==> src/source/weights.mem <==
// Per line: input weight 0, input weight 1, recurrent weights 0 to 3, bias
// Q6.11 in 18-bit hex, lines ordered gate Z, I, F, O then hidden unit
00666 3FCCD 0019A 3FF33 00200 3FE66 00000
3FB33 004CD 3FE00 00333 000CD 00100 000CD
00400 00333 00100 3FE66 3FF00 0019A 3FF33
3FCCD 3F99A 00333 000CD 3FE66 00200 0019A
004CD 0019A 000CD 3FF00 00200 3FE66 00100
3FE66 00666 00100 000CD 3FF33 00333 3FF00
00333 3FCCD 3FE66 00200 000CD 3FF33 00000
3FF33 00400 00200 3FE00 00100 000CD 0019A
00200 3FE66 000CD 00100 3FF33 000CD 00800
3FF33 00333 3FF00 000CD 00200 3FE66 00800
0019A 000CD 00333 3FF33 000CD 00100 00800
3FE66 3FF00 000CD 00200 3FE00 00333 00800
00333 00400 3FF33 000CD 00100 3FF00 000CD
3FCCD 0019A 00200 3FE66 000CD 00100 3FF33
00100 3FB33 000CD 00333 3FF00 0019A 00000
004CD 3FE66 3FF33 00100 00200 3FE00 0019A

==> src/source/lstmPkg.sv <==
`default_nettype none

package lstmPkg;

    // Q6.11 words with one sign bit
    localparam int fracBits = 11;
    localparam int intBits = 6;
    localparam int dataWidth = intBits + fracBits + 1;
    localparam int productWidth = 2 * dataWidth + 2;

    localparam int inputSize = 2;
    localparam int hiddenSize = 4;
    localparam int layerWidth = hiddenSize * dataWidth;
    localparam int inputWidth = inputSize * dataWidth;

    // Input weights, recurrent weights, then the bias
    localparam int rowLength = inputSize + hiddenSize + 1;

    localparam logic signed [dataWidth-1:0] fixedOne = 2048;
    localparam logic signed [dataWidth-1:0] fixedHalf = 1024;

    // Gate order, also the row block order in the weight file
    localparam logic [1:0] gateZ = 2'd0;
    localparam logic [1:0] gateI = 2'd1;
    localparam logic [1:0] gateF = 2'd2;
    localparam logic [1:0] gateO = 2'd3;

    localparam logic [1:0] stageA = 2'd0;
    localparam logic [1:0] stageB = 2'd1;
    localparam logic [1:0] stageC = 2'd2;

    localparam string weightFile = "/design/src/source/weights.mem";

    // Control FSM, the element-wise states repeat once per stage
    localparam logic [3:0] stateIdle = 4'd0;
    localparam logic [3:0] stateGateInit = 4'd1;
    localparam logic [3:0] stateGateCalc = 4'd2;
    localparam logic [3:0] stateActPipe = 4'd3;
    localparam logic [3:0] stateAct1 = 4'd4;
    localparam logic [3:0] stateAct2 = 4'd5;
    localparam logic [3:0] stateProdPipe = 4'd6;
    localparam logic [3:0] stateProduct = 4'd7;
    localparam logic [3:0] stateDone = 4'd8;

endpackage

`default_nettype wire

==> src/source/activationUnit.sv <==
`timescale 1ns/1ns
`default_nettype none

module activationUnit
#(
    parameter bit isTanh = 1'b0
)
(
    input  logic                           clock,
    input  logic                           reset,
    input  logic                           enable,
    input  logic [lstmPkg::layerWidth-1:0] operandVec,
    output logic [lstmPkg::layerWidth-1:0] resultVec
);
    import lstmPkg::*;

    logic signed [dataWidth-1:0] clampedWord [hiddenSize];

    // Hard tanh clamps to +-1 and hard sigmoid is x/4 + 0.5 clamped to 0..1
    always_comb
    begin
        logic signed [dataWidth-1:0] operandWord;
        logic signed [dataWidth-1:0] shaped;
        for (int h = 0; h < hiddenSize; h++)
        begin
            operandWord = operandVec[h*dataWidth +: dataWidth];
            if (isTanh)
                shaped = operandWord;
            else
                shaped = (operandWord >>> 2) + fixedHalf;
            if (shaped > fixedOne)
                clampedWord[h] = fixedOne;
            else if (isTanh && shaped < -fixedOne)
                clampedWord[h] = -fixedOne;
            else if (!isTanh && shaped < 0)
                clampedWord[h] = '0;
            else
                clampedWord[h] = shaped;
        end
    end

    always_ff @(posedge clock)
    begin
        for (int h = 0; h < hiddenSize; h++)
        begin
            if (reset || !enable)
                resultVec[h*dataWidth +: dataWidth] <= '0;
            else
                resultVec[h*dataWidth +: dataWidth] <= clampedWord[h];
        end
    end

    for (genvar h = 0; h < hiddenSize; h++)
    begin : rangeCheck
        assert property (@(posedge clock) disable iff (reset)
            $signed(resultVec[h*dataWidth +: dataWidth]) <= fixedOne &&
            $signed(resultVec[h*dataWidth +: dataWidth]) >= (isTanh ? -fixedOne : 18'sd0));
    end

endmodule

`default_nettype wire

==> config.mk <==
export PLATFORM = sky130hd
export DESIGN_NAME = activationUnit
export DESIGN_NICKNAME = d
export VERILOG_FILES = /design/src/source/lstmPkg.sv /design/src/source/activationUnit.sv
export SDC_FILE = /design/constraint.sdc
export NUM_CORES = 1
export LEC_CHECK = 0
export BUFFER_PORTS_ARGS = -buffer_cell sky130_fd_sc_hd__buf_2
export CAP_MARGIN = 10
export CORE_MARGIN = 4
export CORE_UTILIZATION = 35
export CTS_BUF_LIST = sky130_fd_sc_hd__clkbuf_16
export CTS_CLUSTER_DIAMETER = 40
export DETAILED_ROUTE_END_ITERATION = 12
export GPL_TIMING_DRIVEN = 0
export PLACE_DENSITY = 0.74
export SYNTH_ARGS = -nofsm -noshare
export SYNTH_HDL_FRONTEND = slang
export SYNTH_SLANG_ARGS = --single-unit
==> constraint.sdc <==
create_clock -name clock -period 1.3 [get_ports clock]
set_clock_uncertainty 0.05 [all_clocks]
set_input_delay 0.13 -clock clock [delete_from_list [all_inputs] [get_ports clock]]
set_output_delay 0.13 -clock clock [all_outputs]
set_load 0.01 [all_outputs]
== Word level (Yosys, flattened, before mapping) ==
Index checks and enable logic that the tools add are counted.

* Add/sub/neg operators: 4
* $mul: 0
* Divide/modulo/power cells: 0
* $lt $le $gt $ge: 8
* Equality and inequality tests: 0
* Shift operators: 0
* Mux-type cells: 8
* Bitwise operators: 0
* Reductions and logical operators: 6

{| class="wikitable"
|+ Operator list
! operator !! count
|-
| 12-bit two-way mux || 8
|-
| 16-bit by 12-bit adder with 17-bit output (second input constant) || 4
|-
| 17-bit by 13-bit > comparator with 1-bit output (second input constant) || 4
|-
| 17-bit by 1-bit < comparator with 1-bit output (second input constant) || 4
|-
| 3-bit OR reduction || 4
|-
| 1-bit logical NOT || 1
|-
| 1-bit logical OR || 1
|}

* Bits in registers: 68
* Latch bits: 0
* Bits in writable memories: 0
* Memory bits (read-only): 0
* Bits of input ports: 75
* Memories kept: 0

== Logic depth before layout (Yosys ltp) ==
Gate-level depths: netlist of the first run.

* Depth after elaboration: 4
* Mapped depth: 7
* Depth with buffers taken out: 6

== Least setup slack after synthesis of the first run ==
Ideal clock, no wire load.

* Kind: input-to-reg
* From: in operandVec[30] in the netlist's numbering
* To: reg resultVec[19] in the netlist's numbering
* Setup time: 0.142 ns
* Arrival: 1.171 ns
* Setup slack: -0.063 ns
* Cell stages on the path: 6
* Cell sequence: ha_1 > and2_1 > a21o_1 > a31oi_1 > clkbuf_1 > nor3b_1

* Cells in the longest elaborated chain, start to end: 3
* Elaborated cells between the ends (all ways): 4

{| class="wikitable"
|+ Ends and longest elaborated chain
! what !! line !! source
|-
| start: declaration || activationUnit.sv:12 || <nowiki>input logic [lstmPkg::layerWidth-1:0] operandVec,</nowiki>
|-
| 16-bit by 12-bit adder with 17-bit output * || activationUnit.sv:30 || <nowiki>shaped = (operandWord >>> 2) + fixedHalf;</nowiki>
|-
| 17-bit by 13-bit > comparator with 1-bit output / 17-bit by 1-bit < comparator with 1-bit output (equally long branches) || activationUnit.sv:31, activationUnit.sv:35 ||
|-
| 3-bit OR reduction (no source line) * || -- ||
|-
| end signal: indexed assignment || activationUnit.sv:49 || <nowiki>resultVec[h*dataWidth +: dataWidth] <= clampedWord[h];</nowiki>
|-
| end: declaration || activationUnit.sv:13 || <nowiki>output logic [lstmPkg::layerWidth-1:0] resultVec</nowiki>
|}

Every way passes the cells marked *; elsewhere a longest branch is shown, timed or not.
A chain may end at the register's enable or synchronous reset.

== Worst setup path after layout of the first run ==
* From: in operandVec[71] in the netlist's numbering
* To: reg resultVec[56] in the netlist's numbering

Same word-level chain as after synthesis.

==> results.sh, run 1 <==
export IMPL_status="finished clean"
export IMPL_start_util=0.3661
export IMPL_globalRouteTotalUtil=0.1481
export IMPL_synth_most_common_cell="dfxtp_1"
export IMPL_first_pass_iters=5
export IMPL_cts_buffers=9
export IMPL_hold_start="operandVec[48]"
export IMPL_syn_inst=221
export IMPL_startpoint="operandVec[71]"
export IMPL_largest_reg_flops=68
export IMPL_fin_nets=478
export IMPL_die_area_um2=8135
export IMPL_num_rows=29
export IMPL_routed_wl_um=6101
export IMPL_synth_top_cell_area_share=0.5757
export IMPL_grt_pass1_wl_um=9770
export IMPL_crit_path_end_kind="flop"
export IMPL_fin_hold_ws_ps=10.90
export IMPL_finalCritPeriodShare=0.9633
export IMPL_arrival_ps=1420
export IMPL_wire_per_inst_um=12.82
export IMPL_grt_overflow=0
export IMPL_avgSynthCellArea_um2=10.70
export IMPL_area_growth_pct=55.24
export IMPL_portBuffers=138
export IMPL_via_per_inst=4.689
export IMPL_period_needed_ps=1252
export IMPL_synth_edf_count=0
export IMPL_startpoint_type="primary input"
export IMPL_worst_pin_slew_ps=625.1
export IMPL_reg_largest_list="resultVec: 68 flops"
export IMPL_ys_flop_type="dfxtp_1"
export IMPL_clk_path_buf_depth=2
export IMPL_hold_path_class="in2reg"
export IMPL_relSlewSlack=0.5813
export IMPL_ys_seq_elements=68
export IMPL_grt_max_degree=12
export IMPL_placed_cell_area_um2=3229
export IMPL_ys_warn_count=0
export IMPL_synthArstFlopShare=0
export IMPL_die_h_um=90.20
export IMPL_clk_pin_slew_ps=50
export IMPL_required_ps=1470
export IMPL_pin_count=147
export IMPL_yosysUniqueCellTypes=37
export IMPL_core_area_um2=6459
export IMPL_synthTopCellsByCount="68 x dfxtp_1, 27 x nor3b_1, 14 x nor3_1"
export IMPL_power_density_nw_per_um2=1374
export IMPL_maxSlewViolCount=0
export IMPL_synthTopCellsByArea="dfxtp_1 58%, nor3b_1 8.6%, ha_1 4.2%, nor4b_1 3.7%, nor3_1 3.0%"
export IMPL_diodes=0
export IMPL_hold_viol_final=0
export IMPL_irDropWorstVdd_mv=0.6942
export IMPL_drtIter0Drc=45
export IMPL_cts_tree="built"
export IMPL_drive_gt1_frac=0.4511
export IMPL_drc=0
export IMPL_antenna_found_initial=0
export IMPL_num_vias=2232
export IMPL_cap_violations=0
export IMPL_final_area_um2=3671
export IMPL_routabilityCongestion=0.7511
export IMPL_crit_fanout=10
export IMPL_fill_cells=570
export IMPL_syn_cell_area_um2=2365
export IMPL_top_register="resultVec"
export IMPL_grt_pass1_vias=2216
export IMPL_dp_hpwl_um=4645
export IMPL_fmax_ghz=0.7985
export IMPL_final_util=0.5684
export IMPL_leakagePower_nw=1.757
export IMPL_synth_largest_area_cell="dfxtp_1"
export IMPL_ys_seq_area_frac=0.5757
export IMPL_worstSetupPathType="in2reg"
export IMPL_ant_nets=0
export IMPL_cts_root_buffer="clkbuf_16"
export IMPL_clock_sinks=68
export IMPL_die_w_um=90.20
export IMPL_setup_violations=0
export IMPL_ctsHtreeMaxLevel=3
kinds of logic (layout without fill, tap and decap cells):
logic type / Yosys count / count (layout) / synth area share
adder cells (fa/ha/maj): 8 / 8 / 0.04233
AO/OA/AOI/OAI: 26 / 26 / 0.07778
other: 1 / 20 / 0.001586
AND/OR/NAND/NOR: 97 / 97 / 0.2598
flip-flops: 68 / 68 / 0.5757
buffers and inverters: 21 / 180 / 0.04286
timing repair:
| item | in CTS | in global routing |
|---|---|---|
| resized for setup | 1 | 28 |
| pin swaps | 0 | 2 |
| hold buffers | 6 | 0 |
| setup endpoints to repair | 1 | 37 |
| setup buffers | 0 | 0 |
| hold endpoints to repair | 6 | 0 |
critical path: stages:
cell	delay [ps]
buf_2	110
or3_4	380
o22ai_2	160
a31oi_1	150
buf_6	180
nor4b_2	310
per-layer routing:
layer	vias to the layer above	wire length, µm	GRT usage
li1	1132	-	-
met1	996	2315	0.1506
met2	92	3123	0.2614
met3	12	535	0.05843
met4	0	126	0.07653
met5	-	0	0
final timing paths:
path / to / depth (start not counted) / slack [ps]
max: resultVec[56]$_SDFF_PP0_ / 6 / 50
min: resultVec[46]$_SDFF_PP0_ / 2 / 10
cell type report:
| class | instances | area (µm²) | area share |
|---|---|---|---|
| Sequential cell | 68 | 1361 | 0.3708 |
| Multi-Input combinational cell | 151 | 1044 | 0.2843 |
| Timing Repair Buffer | 144 | 750.7 | 0.2045 |
| Clock buffer | 9 | 225.2 | 0.06135 |
| Tap cell | 77 | 96.34 | 0.02624 |
| Clock inverter | 6 | 80.08 | 0.02181 |
| Buffer | 11 | 76.32 | 0.02079 |
| Inverter | 10 | 37.54 | 0.01022 |
power breakdown:
group | switching, W | total (W) | internal, W | leakage (nW)
Sequential | 0.0000101 | 0.00214 | 0.00213 | 0.556
Combinational | 0.000233 | 0.000440 | 0.000207 | 1.05
Clock | 0.000817 | 0.00246 | 0.00165 | 0.146
Total | 0.00106 | 0.00504 | 0.00398 | 1.76
stage by stage:
step	TNS, ps	cells	setup WS [ps]	total power (W)
6_report	0	476	47.72	0.005045
2_1_floorplan	-48.91	240	-8.152	0.002373
3_3_place_gp	-10250	455	-289.9	0.002582
5_1_grt	-368.1	476	-55.25	0.005260
3_5_place_dp	-11870	455	-342.2	0.002589
4_1_cts	0	476	5.849	0.005081
cell usage in the layout (no fill, tap or decap), drive strengths merged, types with 2 or more instances in the layout:
master	n
a31o	2
clkbuf	11
nor3b	27
nand4	4
nor4b	10
nor3	14
and2	4
o21ai	5
dlygate4sd3	6
nor4	6
a31oi	5
or3	2
nand3	4
and3	3
dfxtp	68
inv	10
and4bb	2
a21oi	4
ha	8
buf	147
bufinv	2
nand2	11
nor2	7
clkinv	3
conb	20
No activity file was read; power rests on OpenSTA's default activity.
==> inputs of run 2 (changes only) <==
Settings changed: ABC_AREA from default to 1, PLACE_DENSITY 0.74 to 0.73.
==> results.sh, run 2 <==
export IMPL_status="finished clean"
export IMPL_start_util=0.3663
export IMPL_period_needed_ps=1261
export IMPL_ant_nets=0
export IMPL_ys_flop_type="dfxtp_1"
export IMPL_crit_fanout=5
export IMPL_grt_overflow=0
export IMPL_synth_top_cell_area_share=0.5381
export IMPL_setup_violations=0
export IMPL_final_area_um2=4243
export IMPL_cp_cell_sequence="dlygate4sd3_1, nor3b_2, nand2_1, nand2_2, nand4_4, buf_8, nor2_1"
export IMPL_fin_ws_ps=39.45
export IMPL_num_rows=30
export IMPL_avgSynthCellArea_um2=8.295
export IMPL_hold_viol_final=0
export IMPL_ys_seq_elements=68
export IMPL_die_w_um=93.02
export IMPL_largest_reg_flops=68
export IMPL_cts_buffers=9
export IMPL_syn_inst=305
export IMPL_grt_pass1_vias=2510
export IMPL_power_density_nw_per_um2=1269
export IMPL_top_register="resultVec"
export IMPL_area_growth_pct=67.71
export IMPL_synth_most_common_cell="dfxtp_1"
export IMPL_ys_warn_count=0
export IMPL_final_common_cell="buf_2"
export IMPL_routabilityCongestion=0.7816
export IMPL_final_cell_count_no_fill=613
export IMPL_pin_count=147
export IMPL_ctsHtreeMaxLevel=3
export IMPL_cap_violations=0
export IMPL_cts_root_buffer="clkbuf_16"
export IMPL_portBuffers=138
export IMPL_leakagePower_nw=2.338
export IMPL_reg_largest_list="resultVec: 68 flops"
export IMPL_clock_sinks=68
export IMPL_core_area_um2=6907
export IMPL_clk_path_buf_depth=2
export IMPL_grt_pass1_wl_um=10700
export IMPL_drive_gt1_frac=0.3915
export IMPL_fin_nets=594
export IMPL_place_inst=558
export IMPL_irDropWorstVdd_mv=0.6524
export IMPL_maxSlewViolCount=0
export IMPL_place_ws_ps=-310.1
export IMPL_finalCritPeriodShare=0.9697
export IMPL_worstSetupPathType="in2reg"
export IMPL_tns_ps=0
export IMPL_slowest_delay_ps=580
export IMPL_routed_wl_um=6651
export IMPL_drtIter0Drc=36
export IMPL_ys_seq_area_frac=0.5381
export IMPL_syn_cell_area_um2=2530
export IMPL_dp_hpwl_um=4740
export IMPL_required_ps=1500
export IMPL_final_util=0.6143
export IMPL_placed_cell_area_um2=3412
export IMPL_synthTopCellsByArea="dfxtp_1 54%, inv_1 9.3%, nor2_1 7.3%, nand2_1 5.8%, nor2_2 5.2%"
export IMPL_synth_edf_count=0
export IMPL_num_vias=2475
export IMPL_synthTopCellsByCount="68 x dfxtp_1, 63 x inv_1, 49 x nor2_1"
export IMPL_synthArstFlopShare=0
export IMPL_hold_path_class="in2reg"
export IMPL_wire_per_inst_um=10.85
export IMPL_fmax_ghz=0.7933
export IMPL_die_h_um=93.02
export IMPL_die_area_um2=8653
export IMPL_first_pass_iters=4
export IMPL_fill_cells=617
export IMPL_antenna_found_initial=0
export IMPL_drc=0
export IMPL_slowest_stage="dlygate4sd3_1"
export IMPL_clk_pin_slew_ps=60
export IMPL_via_per_inst=4.038
export IMPL_grt_max_degree=13
export IMPL_crit_path_end_kind="flop"
export IMPL_startpoint_type="primary input"
export IMPL_cts_tree="built"
export IMPL_globalRouteTotalUtil=0.1566
export IMPL_mostFrequentLayoutCells="134 x buf_2, 68 x dfxtp_1, 61 x inv_1"
export IMPL_synth_largest_area_cell="dfxtp_1"
export IMPL_arrival_ps=1460
export IMPL_yosysUniqueCellTypes=27
## run 2: changes by cell type in the layout (fill, tap and decap cells not counted), sizes merged, moves of 3 or more
cell and change:
nand2 +28, dlygate4sd3 +29, nor4b -10, inv +56, nor4 -6, nor2 +63
and3 -3, nor3 -10, a31oi -4, nand3 +14, nor3b -26, xor2 +4
## run 2: layer usage
metal / vias up / part of all wire / track usage
met5: - / 0 / 0
met3: 9 / 0.069 / 0.04344
met1: 1088 / 0.38 / 0.1609
li1: 1292 / - / -
met2: 86 / 0.53 / 0.2903
met4: 0 / 0.017 / 0.07570
## run 2: stage by stage
| step | power (W) | hold slack, ps |
|---|---|---|
| detailed placement | 0.002579 | 310.6 |
| finish | 0.005383 | 7.925 |
| global route | 0.005620 | 10.57 |
| global placement | 0.002569 | 308.6 |
| floorplan | 0.002378 | 152.4 |
| CTS | 0.005413 | 0.1414 |
## run 2: cells by family after synthesis
logic type	synth area share
AND/OR/NAND/NOR	0.2503
buffers and inverters	0.1222
flip-flops	0.5381
AO/OA/AOI/OAI	0.02770
adder cells (fa/ha/maj)	0.03957
XOR/XNOR	0.02077
other	0.001482
## run 2: timing repair
item | CTS | global route
endpoints found under the setup margin | 0 | 20
hold endpoints to repair | 37 | 0
buffers inserted | 0 | 3
hold buffers | 37 | 0
resized for setup | 0 | 29
## run 2: area by class of cell
cell class	instances	area, µm²	share of cell area
diodes	1	2.502	0.0005898
inverters	64	240.2	0.05662
multi-input cells	184	991.0	0.2336
flip-flops and latches	68	1361	0.3209
well taps	96	120.1	0.02831
repair buffers	176	1105	0.2604
clock buffers	9	225.2	0.05308
clock inverters	7	115.1	0.02713
plain buffers	8	82.58	0.01946
## run 2: final timing paths
path	from	end	slack, ps	cells past startpoint
min	operandVec[43]	resultVec[41]$_SDFF_PP0_	8	3
max	operandVec[28]	resultVec[28]$_SDFF_PP0_	40	7
## run 2: critical path, delay by kind of cell
family                 cells  cell delay [ps]
AND/OR/NAND/NOR            5              590
buffers and inverters      2              750
## run 2: where the power goes
group / switching (W) / leakage, nW / total, W / internal (W)
registers: 0.0000100 / 0.556 / 0.00214 / 0.00213
logic: 0.000250 / 1.61 / 0.000503 / 0.000253
clock network: 0.000875 / 0.167 / 0.00274 / 0.00187
total: 0.00114 / 2.34 / 0.00538 / 0.00425
==> inputs of run 3 (changes only) <==
Settings changed: MAX_ROUTING_LAYER from default to met4.
==> results.sh, run 3 (synthesis gave the netlist of run 2 again) <==
export IMPL_status="finished clean"
export IMPL_ctsHtreeMaxLevel=3
export IMPL_largest_reg_flops=68
export IMPL_antenna_found_initial=0
export IMPL_fin_ws_ps=39.12
export IMPL_clkPwrFrac=0.510
export IMPL_power_density_nw_per_um2=1269
export IMPL_grt_pass1_vias=2506
export IMPL_fin_nets=594
export IMPL_required_ps=1500
export IMPL_pin_count=147
export IMPL_core_area_um2=6907
export IMPL_drive_gt1_frac=0.3915
export IMPL_dp_hpwl_um=4740
export IMPL_die_w_um=93.02
export IMPL_leakagePower_nw=2.338
export IMPL_crit_fanout=5
export IMPL_final_common_cell="buf_2"
export IMPL_period_needed_ps=1261
export IMPL_die_area_um2=8653
export IMPL_num_rows=30
export IMPL_drc=0
export IMPL_first_pass_iters=4
export IMPL_maxSlewViolCount=0
export IMPL_power_frac_seq=0.397
export IMPL_wl_met2_um=3503
export IMPL_mostFrequentLayoutCells="134 x buf_2, 68 x dfxtp_1, 61 x inv_1"
export IMPL_cts_buffers=9
export IMPL_regArea_um2=1361
export IMPL_hold_start="operandVec[43]"
export IMPL_place_ws_ps=-310.1
export IMPL_die_h_um=93.02
export IMPL_clk_pin_slew_ps=60
export IMPL_ant_nets=0
export IMPL_setup_violations=0
export IMPL_p_sw_w=0.001138
export IMPL_area_growth_pct=67.71
export IMPL_finalCritPeriodShare=0.9699
export IMPL_p_comb_frac=0.093
export IMPL_cap_violations=0
export IMPL_grt_overflow=0
export IMPL_num_vias=2484
export IMPL_highest_layer="met4"
export IMPL_dr_wl_met3_um=439
export IMPL_worstSetupPathType="in2reg"
export IMPL_clk_path_buf_depth=2
export IMPL_p_sw_frac=0.2112
export IMPL_cts_tree="built"
export IMPL_hold_path_class="in2reg"
export IMPL_hold_path_end="resultVec[41]$_SDFF_PP0_"
export IMPL_drtIter0Drc=41
export IMPL_min_path_cells=3
export IMPL_globalRouteTotalUtil=0.1609
export IMPL_irDropWorstVdd_mv=0.6569
export IMPL_hold_viol_final=0
export IMPL_crit_path_end_kind="flop"
export IMPL_startpoint_type="primary input"
export IMPL_clock_sinks=68
export IMPL_top_register="resultVec"
export IMPL_drt_met1_wl_um=2583
export IMPL_fill_cells=617
export IMPL_startpoint="operandVec[28]"
export IMPL_start_util=0.3663
export IMPL_grt_pass1_wl_um=10710
export IMPL_via_per_inst=4.052
export IMPL_arrival_ps=1470
export IMPL_cts_root_buffer="clkbuf_16"
export IMPL_portBuffers=138
export IMPL_multi_input_area_um2=991.0
export IMPL_p_int_w=0.004248
export IMPL_reg_largest_list="resultVec: 68 flops"
export IMPL_fmax_ghz=0.7931
export IMPL_routabilityCongestion=0.7924
export IMPL_finalPower_w=0.005386
export IMPL_routed_wl_um=6659
export IMPL_grt_max_degree=13
export IMPL_wire_per_inst_um=10.86
run 3: cell counts in the layout (fill, tap and decap cells not counted):
No cell type changed its count.
run 3: timing repair:
item                                   in CTS  in global routing
setup endpoints to repair                   0                 20
hold buffers                               37                  0
endpoints found under the hold margin      37                  0
buffers inserted                            0                  3
gates resized for setup                     0                 29
run 3: per-layer routing:
layer	track usage	vias up
met5	-	-
met4	0.07570	0
met3	0.04103	13
met2	0.2903	88
met1	0.1624	1091
li1	-	1292
run 3: cell type report:
| cell class | count | share of cell area |
|---|---|---|
| antenna | 1 | 0.0005898 |
| buffer | 8 | 0.01946 |
| clock buffer | 9 | 0.05308 |
| clock inverter | 7 | 0.02713 |
| inverter | 64 | 0.05662 |
| multi-input combinational | 184 | 0.2336 |
| sequential | 68 | 0.3209 |
| tap | 96 | 0.02831 |
| timing repair buffer | 176 | 0.2604 |
run 3: how the worst max path moves through the flow:
stage | endpoint | cells past startpoint | slack (ps)
after floorplan | resultVec[0]$_SDFF_PP0_ | 8 | 100
after global placement | resultVec[1]$_SDFF_PP0_ | 9 | -270
after detailed placement | resultVec[8]$_SDFF_PP0_ | 9 | -310
after CTS | resultVec[8]$_SDFF_PP0_ | 8 | 10
after global routing | resultVec[28]$_SDFF_PP0_ | 7 | -60
final | resultVec[28]$_SDFF_PP0_ | 7 | 40
run 3: power by group through the flow:
stage                     Sequential, W  Combinational [W]  Clock [W]
after global routing            0.00214           0.000567    0.00291
after global placement          0.00218           0.000388          0
after CTS                       0.00214           0.000484    0.00279
after floorplan                 0.00221           0.000172          0
after detailed placement        0.00218           0.000398          0
final                           0.00214           0.000503    0.00275
run 3: stage by stage:
stage	cell area [µm²]	hold WS [ps]	util	TNS [ps]	cells
finish	4243	6.033	0.6143	0	613
global route	4240	10.56	0.6139	-163.3	612
CTS	4123	0.1414	0.5969	0	611
detailed placement	3412	310.6	0.4940	-5436	558
global placement	3412	308.6	0.4940	-4360	558
floorplan	2601	152.4	-	0	324
run 3: worst max-delay path, cell delays in order:
cell and delay, ps:
dlygate4sd3_1 580, nor3b_2 190, nand2_1 80, nand2_2 80
nand4_4 130, buf_8 170, nor2_1 110
